--- config.mk ---
export PLATFORM = sky130hd
export DESIGN_NAME = dispatch_top
export DESIGN_NICKNAME = d
export VERILOG_FILES = /design/src/common/dispatch_pkg.sv /design/src/dispatch/dispatch_top.sv /design/src/dispatch/dispatch_stage_reg.sv /design/src/dispatch/load_use_detect.sv /design/src/dispatch/operand_forward.sv /design/src/dispatch/issue_arbiter.sv
export SDC_FILE = /design/constraint.sdc
export NUM_CORES = 1
export LEC_CHECK = 0
export ABC_AREA = 1
export BUFFER_PORTS_ARGS = -buffer_cell sky130_fd_sc_hd__buf_2
export CAP_MARGIN = 20
export CORE_AREA = 3 3 360 362
export DETAILED_ROUTE_END_ITERATION = 10
export DIE_AREA = 0 0 363 365
export MAX_ROUTING_LAYER = met4
export PLACE_DENSITY = 0.41
export SLEW_MARGIN = 10
export SYNTH_ARGS = -nofsm -noshare
export SYNTH_HDL_FRONTEND = slang
export SYNTH_SLANG_ARGS = --single-unit
--- constraint.sdc ---
create_clock -name clk -period 2.7 [get_ports clk]
set_input_delay 0.54 -clock clk [delete_from_list [all_inputs] [get_ports clk]]
set_output_delay 0.54 -clock clk [all_outputs]
set_load 0.03 [all_outputs]
--- src/common/dispatch_pkg.sv ---
`default_nettype none

package dispatch_pkg;

    localparam int NUM_SLOTS = 2;  // issue slots per cycle

    typedef logic [31:0]          word_t;       // pc, inst, imm, operands
    typedef logic [4:0]           reg_addr_t;   // architectural register index
    typedef logic [7:0]           alu_op_t;
    typedef logic [2:0]           alu_sel_t;    // functional class
    typedef logic [NUM_SLOTS-1:0] slot_mask_t;  // one bit per slot

    localparam alu_sel_t ALU_SEL_LOAD_STORE = 3'b111;  // memory class

    // load-type opcodes, sc.w counts since it returns a value
    localparam alu_op_t ALU_LD_B  = 8'h28;
    localparam alu_op_t ALU_LD_H  = 8'h29;
    localparam alu_op_t ALU_LD_W  = 8'h2a;
    localparam alu_op_t ALU_LD_BU = 8'h2b;
    localparam alu_op_t ALU_LD_HU = 8'h2c;
    localparam alu_op_t ALU_LL_W  = 8'h30;
    localparam alu_op_t ALU_SC_W  = 8'h31;

    function automatic logic is_load_op(input alu_op_t op);
        logic hit;
        case (op)
            ALU_LD_B,
            ALU_LD_H,
            ALU_LD_W,
            ALU_LD_BU,
            ALU_LD_HU,
            ALU_LL_W,
            ALU_SC_W: hit = 1'b1;
            default:  hit = 1'b0;
        endcase
        return hit;
    endfunction

endpackage

`default_nettype wire
--- src/dispatch/dispatch_top.sv ---
`timescale 1ns/1ps
`default_nettype none

module dispatch_top
    import dispatch_pkg::*;
(
    input  logic                             clk,
    input  logic                             reset_i,
    input  logic                             pause_i,
    input  logic                             flush_i,
    input  logic                             ex_pause_i,
    input  word_t      [NUM_SLOTS-1:0]       pc_i,
    input  word_t      [NUM_SLOTS-1:0]       inst_i,
    input  slot_mask_t                       valid_i,
    input  alu_op_t    [NUM_SLOTS-1:0]       alu_op_i,
    input  alu_sel_t   [NUM_SLOTS-1:0]       alu_sel_i,
    input  word_t      [NUM_SLOTS-1:0]       imm_i,
    input  logic       [NUM_SLOTS-1:0][1:0]  reg_read_en_i,    // [slot][source]
    input  reg_addr_t  [NUM_SLOTS-1:0][1:0]  reg_read_addr_i,
    input  slot_mask_t                       reg_write_en_i,
    input  reg_addr_t  [NUM_SLOTS-1:0]       reg_write_addr_i,
    input  slot_mask_t                       is_privilege_i,
    input  slot_mask_t                       is_cnt_i,
    input  slot_mask_t                       ex_we_i,
    input  reg_addr_t  [NUM_SLOTS-1:0]       ex_addr_i,
    input  word_t      [NUM_SLOTS-1:0]       ex_data_i,
    input  slot_mask_t                       mem_we_i,
    input  reg_addr_t  [NUM_SLOTS-1:0]       mem_addr_i,
    input  word_t      [NUM_SLOTS-1:0]       mem_data_i,
    input  slot_mask_t                       wb_we_i,
    input  reg_addr_t  [NUM_SLOTS-1:0]       wb_addr_i,
    input  word_t      [NUM_SLOTS-1:0]       wb_data_i,
    input  alu_op_t    [NUM_SLOTS-1:0]       ex_alu_op_i,
    input  word_t      [3:0]                 rf_data_i,        // slot*2 + source
    output slot_mask_t                       issue_en_o,       // back to decode
    output logic                             load_use_stall_o,
    output word_t      [NUM_SLOTS-1:0]       pc_o,
    output word_t      [NUM_SLOTS-1:0]       inst_o,
    output slot_mask_t                       valid_o,
    output alu_op_t    [NUM_SLOTS-1:0]       alu_op_o,
    output alu_sel_t   [NUM_SLOTS-1:0]       alu_sel_o,
    output slot_mask_t                       reg_write_en_o,
    output reg_addr_t  [NUM_SLOTS-1:0]       reg_write_addr_o,
    output word_t      [3:0]                 operand_o
);

    slot_mask_t issue_en;
    word_t [3:0] operand;
    logic load_use;

    assign issue_en_o       = pause_i ? '0 : issue_en;  // decode must not advance while paused
    assign load_use_stall_o = load_use;

    issue_arbiter u_arbiter (
        .valid_i(valid_i), .alu_sel_i(alu_sel_i),
        .reg_write_en_i(reg_write_en_i), .reg_write_addr_i(reg_write_addr_i),
        .slot1_read_en_i(reg_read_en_i[1]), .slot1_read_addr_i(reg_read_addr_i[1]),
        .is_privilege_i(is_privilege_i), .is_cnt_i(is_cnt_i), .issue_en_o(issue_en)
    );

    operand_forward u_fwd_0_0 (
        .read_en_i(reg_read_en_i[0][0]), .read_addr_i(reg_read_addr_i[0][0]),
        .rf_data_i(rf_data_i[0]), .imm_i(imm_i[0]),
        .ex_we_i(ex_we_i), .ex_addr_i(ex_addr_i), .ex_data_i(ex_data_i),
        .mem_we_i(mem_we_i), .mem_addr_i(mem_addr_i), .mem_data_i(mem_data_i),
        .wb_we_i(wb_we_i), .wb_addr_i(wb_addr_i), .wb_data_i(wb_data_i),
        .operand_o(operand[0])
    );

    operand_forward u_fwd_0_1 (
        .read_en_i(reg_read_en_i[0][1]), .read_addr_i(reg_read_addr_i[0][1]),
        .rf_data_i(rf_data_i[1]), .imm_i(imm_i[0]),
        .ex_we_i(ex_we_i), .ex_addr_i(ex_addr_i), .ex_data_i(ex_data_i),
        .mem_we_i(mem_we_i), .mem_addr_i(mem_addr_i), .mem_data_i(mem_data_i),
        .wb_we_i(wb_we_i), .wb_addr_i(wb_addr_i), .wb_data_i(wb_data_i),
        .operand_o(operand[1])
    );

    operand_forward u_fwd_1_0 (
        .read_en_i(reg_read_en_i[1][0]), .read_addr_i(reg_read_addr_i[1][0]),
        .rf_data_i(rf_data_i[2]), .imm_i(imm_i[1]),
        .ex_we_i(ex_we_i), .ex_addr_i(ex_addr_i), .ex_data_i(ex_data_i),
        .mem_we_i(mem_we_i), .mem_addr_i(mem_addr_i), .mem_data_i(mem_data_i),
        .wb_we_i(wb_we_i), .wb_addr_i(wb_addr_i), .wb_data_i(wb_data_i),
        .operand_o(operand[2])
    );

    operand_forward u_fwd_1_1 (
        .read_en_i(reg_read_en_i[1][1]), .read_addr_i(reg_read_addr_i[1][1]),
        .rf_data_i(rf_data_i[3]), .imm_i(imm_i[1]),
        .ex_we_i(ex_we_i), .ex_addr_i(ex_addr_i), .ex_data_i(ex_data_i),
        .mem_we_i(mem_we_i), .mem_addr_i(mem_addr_i), .mem_data_i(mem_data_i),
        .wb_we_i(wb_we_i), .wb_addr_i(wb_addr_i), .wb_data_i(wb_data_i),
        .operand_o(operand[3])
    );

    load_use_detect u_load_use (
        .ex_alu_op_i(ex_alu_op_i), .ex_addr0_i(ex_addr_i[0]),
        .read_en_i(reg_read_en_i), .read_addr_i(reg_read_addr_i),  // flattened slot*2 + source
        .load_use_o(load_use)
    );

    dispatch_stage_reg u_stage_reg (
        .clk(clk), .reset_i(reset_i), .issue_en_i(issue_en), .valid_i(valid_i),
        .pc_i(pc_i), .inst_i(inst_i), .alu_op_i(alu_op_i), .alu_sel_i(alu_sel_i),
        .reg_write_en_i(reg_write_en_i), .reg_write_addr_i(reg_write_addr_i),
        .operand_i(operand), .load_use_i(load_use), .ex_pause_i(ex_pause_i),
        .pause_i(pause_i), .flush_i(flush_i),
        .pc_o(pc_o), .inst_o(inst_o), .valid_o(valid_o), .alu_op_o(alu_op_o),
        .alu_sel_o(alu_sel_o), .reg_write_en_o(reg_write_en_o),
        .reg_write_addr_o(reg_write_addr_o), .operand_o(operand_o)
    );

endmodule

`default_nettype wire

--- src/dispatch/dispatch_stage_reg.sv ---
`timescale 1ns/1ps
`default_nettype none

module dispatch_stage_reg
    import dispatch_pkg::*;
(
    input  logic                       clk,
    input  logic                       reset_i,
    input  slot_mask_t                 issue_en_i,   // before the pause gating
    input  slot_mask_t                 valid_i,
    input  word_t      [NUM_SLOTS-1:0] pc_i,
    input  word_t      [NUM_SLOTS-1:0] inst_i,
    input  alu_op_t    [NUM_SLOTS-1:0] alu_op_i,
    input  alu_sel_t   [NUM_SLOTS-1:0] alu_sel_i,
    input  slot_mask_t                 reg_write_en_i,
    input  reg_addr_t  [NUM_SLOTS-1:0] reg_write_addr_i,
    input  word_t      [3:0]           operand_i,    // slot*2 + source
    input  logic                       load_use_i,
    input  logic                       ex_pause_i,
    input  logic                       pause_i,
    input  logic                       flush_i,
    output word_t      [NUM_SLOTS-1:0] pc_o,
    output word_t      [NUM_SLOTS-1:0] inst_o,
    output slot_mask_t                 valid_o,
    output alu_op_t    [NUM_SLOTS-1:0] alu_op_o,
    output alu_sel_t   [NUM_SLOTS-1:0] alu_sel_o,
    output slot_mask_t                 reg_write_en_o,
    output reg_addr_t  [NUM_SLOTS-1:0] reg_write_addr_o,
    output word_t      [3:0]           operand_o
);

    logic bubble;

    // a stalled ex keeps its load, so no bubble is needed then
    assign bubble = load_use_i && !ex_pause_i;

    always_ff @(posedge clk) begin
        if (reset_i || flush_i || bubble) begin
            pc_o             <= '0;
            inst_o           <= '0;
            valid_o          <= '0;
            alu_op_o         <= '0;
            alu_sel_o        <= '0;
            reg_write_en_o   <= '0;
            reg_write_addr_o <= '0;
            operand_o        <= '0;
        end else if (!pause_i) begin
            for (int s = 0; s < NUM_SLOTS; s++) begin
                if (issue_en_i[s]) begin
                    pc_o[s]             <= pc_i[s];
                    inst_o[s]           <= inst_i[s];
                    valid_o[s]          <= valid_i[s];
                    alu_op_o[s]         <= alu_op_i[s];
                    alu_sel_o[s]        <= alu_sel_i[s];
                    reg_write_en_o[s]   <= reg_write_en_i[s];
                    reg_write_addr_o[s] <= reg_write_addr_i[s];
                    operand_o[2*s]      <= operand_i[2*s];
                    operand_o[2*s+1]    <= operand_i[2*s+1];
                end else begin
                    pc_o[s]             <= '0;  // slot left behind, send a nop
                    inst_o[s]           <= '0;
                    valid_o[s]          <= 1'b0;
                    alu_op_o[s]         <= '0;
                    alu_sel_o[s]        <= '0;
                    reg_write_en_o[s]   <= 1'b0;
                    reg_write_addr_o[s] <= '0;
                    operand_o[2*s]      <= '0;
                    operand_o[2*s+1]    <= '0;
                end
            end
        end
        // pause_i high: everything holds
    end

endmodule

`default_nettype wire

--- src/dispatch/load_use_detect.sv ---
`timescale 1ns/1ps
`default_nettype none

module load_use_detect
    import dispatch_pkg::*;
(
    input  alu_op_t   [NUM_SLOTS-1:0] ex_alu_op_i,
    input  reg_addr_t                 ex_addr0_i,   // load result always sits in entry 0
    input  logic      [3:0]           read_en_i,    // index is slot*2 + source
    input  reg_addr_t [3:0]           read_addr_i,
    output logic                      load_use_o
);

    logic ex_load;
    logic [3:0] dep;

    assign ex_load = is_load_op(ex_alu_op_i[0]) || is_load_op(ex_alu_op_i[1]);

    always_comb begin
        for (int i = 0; i < 4; i++) begin
            dep[i] = read_en_i[i] && (read_addr_i[i] == ex_addr0_i);
        end
    end

    // data arrives after mem, forwarding from ex is too early
    assign load_use_o = ex_load && (|dep);

endmodule

`default_nettype wire

--- src/dispatch/operand_forward.sv ---
`timescale 1ns/1ps
`default_nettype none

module operand_forward
    import dispatch_pkg::*;
(
    input  logic                       read_en_i,
    input  reg_addr_t                  read_addr_i,
    input  word_t                      rf_data_i,
    input  word_t                      imm_i,
    input  slot_mask_t                 ex_we_i,
    input  reg_addr_t  [NUM_SLOTS-1:0] ex_addr_i,
    input  word_t      [NUM_SLOTS-1:0] ex_data_i,
    input  slot_mask_t                 mem_we_i,
    input  reg_addr_t  [NUM_SLOTS-1:0] mem_addr_i,
    input  word_t      [NUM_SLOTS-1:0] mem_data_i,
    input  slot_mask_t                 wb_we_i,
    input  reg_addr_t  [NUM_SLOTS-1:0] wb_addr_i,
    input  word_t      [NUM_SLOTS-1:0] wb_data_i,
    output word_t                      operand_o
);

    slot_mask_t ex_hit;
    slot_mask_t mem_hit;
    slot_mask_t wb_hit;

    // address matches per stage entry
    always_comb begin
        for (int i = 0; i < NUM_SLOTS; i++) begin
            ex_hit[i]  = ex_we_i[i]  && (ex_addr_i[i]  == read_addr_i);
            mem_hit[i] = mem_we_i[i] && (mem_addr_i[i] == read_addr_i);
            wb_hit[i]  = wb_we_i[i]  && (wb_addr_i[i]  == read_addr_i);
        end
    end

    // youngest producer wins, entry 0 before entry 1 inside a stage
    always_comb begin
        if (!read_en_i) begin
            operand_o = imm_i;  // no register read, immediate operand
        end else if (read_addr_i == '0) begin
            operand_o = '0;  // r0 is hardwired
        end else if (ex_hit[0]) begin
            operand_o = ex_data_i[0];
        end else if (ex_hit[1]) begin
            operand_o = ex_data_i[1];
        end else if (mem_hit[0]) begin
            operand_o = mem_data_i[0];
        end else if (mem_hit[1]) begin
            operand_o = mem_data_i[1];
        end else if (wb_hit[0]) begin
            operand_o = wb_data_i[0];
        end else if (wb_hit[1]) begin
            operand_o = wb_data_i[1];
        end else begin
            operand_o = rf_data_i;
        end
    end

endmodule

`default_nettype wire

--- src/dispatch/issue_arbiter.sv ---
`timescale 1ns/1ps
`default_nettype none

module issue_arbiter
    import dispatch_pkg::*;
(
    input  slot_mask_t                      valid_i,
    input  alu_sel_t   [NUM_SLOTS-1:0]      alu_sel_i,
    input  slot_mask_t                      reg_write_en_i,
    input  reg_addr_t  [NUM_SLOTS-1:0]      reg_write_addr_i,
    input  logic       [1:0]                slot1_read_en_i,    // per source of slot 1
    input  reg_addr_t  [1:0]                slot1_read_addr_i,
    input  slot_mask_t                      is_privilege_i,
    input  slot_mask_t                      is_cnt_i,
    output slot_mask_t                      issue_en_o
);

    logic mem_inst;
    logic priv_inst;
    logic cnt_inst;
    logic raw_hazard;
    logic dual_ok;
    logic slot0_writes;

    assign mem_inst  = (alu_sel_i[0] == ALU_SEL_LOAD_STORE) ||
                       (alu_sel_i[1] == ALU_SEL_LOAD_STORE);  // memory ops go alone
    assign priv_inst = |is_privilege_i;
    assign cnt_inst  = |is_cnt_i;

    // slot 1 can't see slot 0's result in the same cycle
    assign slot0_writes = reg_write_en_i[0] && (reg_write_addr_i[0] != '0);
    assign raw_hazard   = slot0_writes &&
                          ((slot1_read_en_i[0] && slot1_read_addr_i[0] == reg_write_addr_i[0]) ||
                           (slot1_read_en_i[1] && slot1_read_addr_i[1] == reg_write_addr_i[0]));

    assign dual_ok = (&valid_i) && !mem_inst && !priv_inst && !cnt_inst && !raw_hazard;

    always_comb begin
        if (dual_ok) begin
            issue_en_o = 2'b11;
        end else if (valid_i[0]) begin
            issue_en_o = 2'b01;  // oldest first
        end else if (valid_i[1]) begin
            issue_en_o = 2'b10;
        end else begin
            issue_en_o = 2'b00;
        end
    end

endmodule

`default_nettype wire

==> run metrics, run 1 <==
R2R Setup Slk 1960 ps; Static Leak 16.5 nW; CP Class in -> out; Num CTS Buffers 40; Post-Syn Instances 4,085; NetSw 5.21 mW; htree depth 2; share of the synthesized area in the top cell type 25.0%; Critical R2R Capture u_stage_reg.operand_o[14]$_SDFFE_PP0N_; Post-Route M1 WL 65.3 mm; vias 32,600; CP Launch Type primary input; number of synthesized flops with an enable pin 0; HP Class in -> reg; Final Skew 0 ps; final core utilization 26.4%; Mapped Nets 4,718; Sink Count 292; count leader, synth nand2_1; Pwr Density 426 nW/um^2; met2 wire length 88.3 mm; Worst Tran Pin Value 1100 ps; Mapped Area 23,400 sq um; largest net degree at the start of global routing 203; starting density of the core 18.4%; final WL 170 mm; CTS tree done; fill cell count 14,600; largest cells by area after synthesis dfxtp_1, nand2_1, a21oi_1; first-pass GRT wire length 231 mm; Gate power share 29.4%; vias in the first global route 31,300; Area Overhead vs Synth 43.4%; Worst Path Required 2160 ps; max_slew headroom 26.6%; DR DRC count 0; worst path arrival time 2030 ps; grt total ovfl 0; I/O pin count 928; synth cell count leaders nand2_1, a21oi_1, nand3_1; max-slew violation count 0; register share of total power 31.0%; post-route minimum period 2570 ps; initial antenna violation count 85; Final ANT Viol Nets 0; clock root buffer clkbuf_16; Worst Hold Path EP u_stage_reg.pc_o[7]$_SDFFE_PP0N_; Avg WL per Cell 25.2 um; hold path depth 3; Hold Violations, Final 0; clock-pin slew on the worst setup and hold paths 60 ps; Max-Cap Viols 0; worst hold path startpoint pc_i[7]; Switching Fraction 36.4%; Clock Latency Late Sink 620 ps; final setup fails 0; CP Max Fanout 5; main flop type after synthesis dfxtp_1; clock network power share 39.6%; status finished, final reports clean; Detailed Place HPWL 141 mm; Total GRT Usage 25.0%; die height 365 um; Max Root-Sink Buffers 3; DRT iter0 DRCs 2,963; worst r2r src u_stage_reg.operand_o[14]$_SDFFE_PP0N_; share of cells above drive strength 1 26.9%; vias per cell 4.82; register bit total from synthesis 292; setup_tns 0 ps; syn avg cell area 5.73 sq um; Pint 9.11 mW; Yosys Warn Count 0; Period Utilization, post-route 95.1%; IO buf count 927; FFs w/ async S/R, synth 0%; register area share after synthesis 25.0%; dominant cell type by area after synthesis dfxtp_1; post-placement cell area 32,000 sq um; RSZ-0062 raised after global routing no; synth unique cells 37; fmax 389 MHz; max layer used met4; core footprint 127,000 sq um; Final Total Pwr 14.3 mW; DIE AREA 132,000 sq um; Rows 131; Final Wtd Congestion 0.966; R2R depth 2; Final Cell Area 33,600 sq um; first-pass iteration count of the detailed router 6; wire length on met3 11.5 mm; Peak supply drop 0.000396 V; layout net count 5,631; die span in x 363 um; Crit. End Element output pin
registers in the layout, indices dropped and copies added, names as in the netlist:
signal                        count
u_stage_reg.inst_o               64
u_stage_reg.valid_o               2
u_stage_reg.pc_o                 64
u_stage_reg.reg_write_en_o        2
u_stage_reg.reg_write_addr_o     10
u_stage_reg.operand_o           128
u_stage_reg.alu_sel_o             6
u_stage_reg.alu_op_o             16
kinds of logic (layout without fill, tap and decap cells):
group	Yosys count	count (layout)	synth area share (%)
AO/OA/AOI/OAI	873	873	20.9
XOR/XNOR	24	24	0.898
buffers and inverters	706	1651	12.6
flip-flops	292	292	25.0
other	0	60	0
AND/OR/NAND/NOR	2190	2190	40.6
per-stage QoR:
stage	hold WS [ps]	std cells	setup slack [ps]
3_5_place_dp	453	6617	-276
3_3_place_gp	450	6617	-273
2_1_floorplan	592	4085	227
5_1_grt	150	6745	37.1
6_report	169	6752	133
4_1_cts	123	6691	39.0
how the worst max path moves through the flow:
| stage | from | endpoint | slack, ps | cells past startpoint |
|---|---|---|---|---|
| 2_1_floorplan | pause_i | issue_en_o[1] | 230 | 7 |
| 3_3_place_gp | reg_read_addr_i[11] | u_stage_reg.reg_write_addr_o[5]$_SDFFE_PP0N_ | -270 | 13 |
| 3_5_place_dp | reg_read_addr_i[9] | u_stage_reg.inst_o[30]$_SDFFE_PP0N_ | -280 | 12 |
| 4_1_cts | reg_read_addr_i[19] | load_use_stall_o | 40 | 9 |
| 5_1_grt | reg_write_addr_i[3] | issue_en_o[1] | 40 | 11 |
| 6_report | reg_read_addr_i[19] | load_use_stall_o | 130 | 10 |
repair_timing:
action	4_1_cts	5_1_grt
hold endpoints to repair	0	0
pin swaps	0	3
gates cloned	0	0
resized for setup	3	7
setup buffers	0	1
endpoints found under the setup margin	1	2
hold buffers	0	0
power groups by stage:
stage,Sequential [mW],Clock (mW),Combinational (mW)
after global placement,4.53,0,4.23
after CTS,4.44,5.86,4.24
after floorplan,4.68,0,1.79
after detailed placement,4.53,0,4.23
after global routing,4.44,6.03,4.55
final,4.44,5.67,4.21
cells in the final DEF (no fill, tap or decap), drive strengths merged, types with 6 or more instances in the layout:
cell type / count
nor3: 10
a21oi: 534
nand4: 203
inv: 361
nand2: 1238
a22oi: 162
xor2: 21
nor4: 11
nor2: 290
diode: 60
dfxtp: 292
o21ai: 118
clkbuf: 57
o31ai: 30
o22ai: 21
clkinvlp: 6
nand3: 431
buf: 1219
critical path, cell delays in order:
cell	delay [ps]
buf_2	210
inv_2	130
buf_4	160
o22ai_1	200
nor4_4	70
nand2_1	90
nand2_2	70
o21ai_4	290
inv_1	80
buf_4	170
metal layers:
metal	GRT usage [%]	vias to the layer above
li1	-	15500
met2	45.2	1255
met3	5.68	208
met4	7.52	0
met5	-	-
met1	27.2	15600
cell type report:
class	count	area, sq um	share of cell area, %
multi-input cells	3087	14700	43.9
clock inverters	17	270	0.805
diodes	60	150	0.447
inverters	358	1340	4.00
flip-flops and latches	292	5850	17.4
clock buffers	57	1120	3.35
well taps	1662	2080	6.19
repair buffers	1219	8020	23.9
(Power assumes the default switching activity.)
==> run 2: changes to the inputs <==
- CORE_AREA: 3 3 360 362 -> 3 3 356 358
- DIE_AREA: 0 0 363 365 -> 0 0 359 361
- PLACE_DENSITY: 0.41 -> 0.44
- SYNTH_HIERARCHICAL: default -> 1
==> run 2 against run 1 <==
Via count is 5.8% higher; global-route usage is 1.8 points higher; routed wire length is 4.6% higher; die area is 2.2% lower.
==> run metrics, run 2 <==
grt total ovfl 0 (unchanged); Placed Cells 6,882 (was 6,617); worst setup path start valid_i[1] (was reg_read_addr_i[19]); largest family of logic cells by synthesized area simple AND/OR/NAND/NOR gates (unchanged); largest cells by area after synthesis dfxtp_1, nand2_1, nand3_1 (was dfxtp_1, nand2_1, a21oi_1); Worst Path Required 2160 ps (about the same); Static Leak 17.5 nW (was 16.5 nW); htree depth 2 (unchanged); first-pass iteration count of the detailed router 6 (unchanged); IO buf count 927 (unchanged); status finished, final reports clean (unchanged); share of the synthesized area in the top cell type 22.7% (was 25.0%); RSZ-0062 raised after global routing no (unchanged); Num CTS Buffers 39 (was 40); DR DRC count 0 (unchanged); commonest cells after routing, fill and taps aside nand2_1, buf_2, nand3_1 (was nand2_1, buf_2, a21oi_1); max_slew headroom 50.1% (was 26.6%); fmax 385 MHz (was 389 MHz); synth cell count leaders nand2_1, nand3_1, a21oi_1 (was nand2_1, a21oi_1, nand3_1); syn avg cell area 5.87 sq um (was 5.73 sq um); Hold Violations, Final 0 (unchanged); Max-Cap Viols 0 (unchanged); mux share of post-synthesis cell area 0% (unchanged); R2R Setup Slk 1930 ps (was 1960 ps); XOR/XNOR share of the synthesized area 1.36% (was 0.898%); Final Wtd Congestion 0.953 (was 0.966); max-slew violation count 0 (unchanged); fin cells 7,028 (was 6,752); final setup fails 0 (unchanged); Period Utilization, post-route 96.3% (was 95.1%); clock root buffer clkbuf_16 (unchanged); vias 34,500 (was 32,600); worst r2r src u_stage_reg/operand_o[93]$_SDFFE_PP0N_ (was u_stage_reg.operand_o[14]$_SDFFE_PP0N_); final WL 178 mm (was 170 mm); Yosys Warn Count 6 (was 0); layout net count 5,919 (was 5,631); post-route minimum period 2600 ps (was 2570 ps); # Post-CTS Setup Buffers 0 (unchanged); Worst Hold Path EP u_stage_reg/alu_op_o[7]$_SDFFE_PP0N_ (was u_stage_reg.pc_o[7]$_SDFFE_PP0N_); CP Class in -> out (unchanged); largest registers u_stage_reg/operand_o x128, u_stage_reg/inst_o x64, u_stage_reg/pc_o x64 (was u_stage_reg.operand_o x128, u_stage_reg.inst_o x64, u_stage_reg.pc_o x64); Detailed Place HPWL 145 mm (was 141 mm); main flop type after synthesis dfxtp_1 (unchanged); Worst Tran Pin Value 748 ps (was 1100 ps); Total GRT Usage 26.8% (was 25.0%); most common cell after layout, fill and taps aside nand2_1 (unchanged); count leader, synth nand2_1 (unchanged); largest net degree at the start of global routing 113 (was 203); dominant cell type by area after synthesis dfxtp_1 (unchanged); Mapped Area 25,700 sq um (was 23,400 sq um); CP Max Fanout 2 (was 5); Rows 129 (was 131); simple-gate share of the synthesized area 48.2% (was 40.6%); R2R depth 2 (unchanged); worst path arrival time 2060 ps (was 2030 ps); die span in x 359 um (was 363 um); DRT iter0 DRCs 3,271 (was 2,963); Sink Count 292 (unchanged); Peak supply drop 0.000396 V (about the same); FFs w/ async S/R, synth 0% (unchanged); starting density of the core 20.8% (was 18.4%); Final Skew 0 ps (unchanged); worst hold path startpoint alu_op_i[7] (was pc_i[7]); share of cells above drive strength 1 29.6% (was 26.9%); hold path depth 3 (unchanged); core footprint 124,000 sq um (was 127,000 sq um); vias in the first global route 32,900 (was 31,300); synth unique cells 36 (was 37); clock-pin slew on the worst setup and hold paths 60 ps (about the same); Crit. End Element output pin (unchanged); Final Total Pwr 14.6 mW (was 14.3 mW); Critical R2R Capture u_stage_reg/operand_o[93]$_SDFFE_PP0N_ (was u_stage_reg.operand_o[14]$_SDFFE_PP0N_); CTS Hold Bufs 0 (unchanged); Max Root-Sink Buffers 3 (unchanged); register area share after synthesis 22.7% (was 25.0%); DIE AREA 130,000 sq um (was 132,000 sq um); CP Launch Type primary input (unchanged); HP Class in -> reg (unchanged); initial antenna violation count 112 (was 85); number of flip-flops under the largest register name 128 (unchanged); compound-gate portion of the synthesized area 14.0% (was 20.9%); Post-Syn Instances 4,380 (was 4,085); Resize count post-CTS 6 (was 3); I/O pin count 928 (unchanged); die height 361 um (was 365 um); Area Overhead vs Synth 38.0% (was 43.4%); Final ANT Viol Nets 0 (unchanged); post-synthesis adder-cell area fraction 0% (unchanged); Pwr Density 412 nW/um^2 (was 426 nW/um^2); vias per cell 4.90 (was 4.82); Mapped Nets 5,013 (was 4,718); CTS tree done (unchanged); register bit total from synthesis 292 (unchanged); Clock Latency Late Sink 610 ps (was 620 ps); first-pass GRT wire length 247 mm (was 231 mm); largest reg by FF count u_stage_reg/operand_o (was u_stage_reg.operand_o); Avg WL per Cell 25.4 um (was 25.2 um); number of synthesized flops with an enable pin 0 (unchanged)
[run 2: report_power, final]
group / internal [mW] / leakage [nW] / switching (mW) / total [mW]
Clock: 3.33 / 0.655 / 2.35 / 5.68
Sequential: 4.38 / 2.36 / 0.0404 / 4.42
Combinational: 1.47 / 14.5 / 3.05 / 4.52
Total: 9.18 / 17.5 / 5.44 / 14.6
[run 2: worst max-delay path by stage]
stage,depth (start not counted),slack [ps],endpoint
after floorplan,11,460,u_stage_reg/alu_op_o[15]$_SDFFE_PP0N_
after global placement,11,-290,issue_en_o[1]
after detailed placement,11,-290,issue_en_o[1]
after CTS,11,50,issue_en_o[1]
after global routing,13,10,issue_en_o[1]
final,11,100,issue_en_o[1]
[run 2: stage by stage]
stage | TNS (ps) | hold WS [ps] | utilization, % | area, sq um | setup slack [ps]
global route | 0 | 155 | 28.7 | 35500 | 11.1
global placement | -17330 | 446 | 27.5 | 33900 | -290
floorplan | 0 | 580 | - | 25700 | 464
CTS | 0 | 137 | 28.6 | 35300 | 51.3
detailed placement | -17850 | 445 | 27.5 | 33900 | -291
finish | 0 | 182 | 28.7 | 35500 | 101
[run 2: cell families after synthesis]
logic type / count (synthesis)
compound gates: 632
xor+xnor: 40
buf+inv: 727
flops: 292
simple gates: 2689
[run 2: final cells by class]
cell class	count	area, sq um
inverter	365	1380
sequential	292	5850
antenna	75	188
timing repair buffer	1227	8210
multi-input combinational	3361	16500
fill	14200	88100
tap	1637	2050
clock buffer	51	1070
clock inverter	20	297
[run 2: critical path, stage by stage]
cell     delay, ps
buf_2          100
nand2_2        140
nor3_4         270
buf_4          150
nand3_1         70
nor3_2         140
nand2_2        120
nand2_4         70
inv_1           40
nor2_1         180
buf_2          240
[run 2: metal layers]
layer	up-vias	global-route usage [%]	share of wire (%)
li1	16400	-	-
met1	16300	31.0	39
met2	1551	46.2	50
met3	264	5.72	7.8
met4	0	8.25	3.2
met5	-	-	0
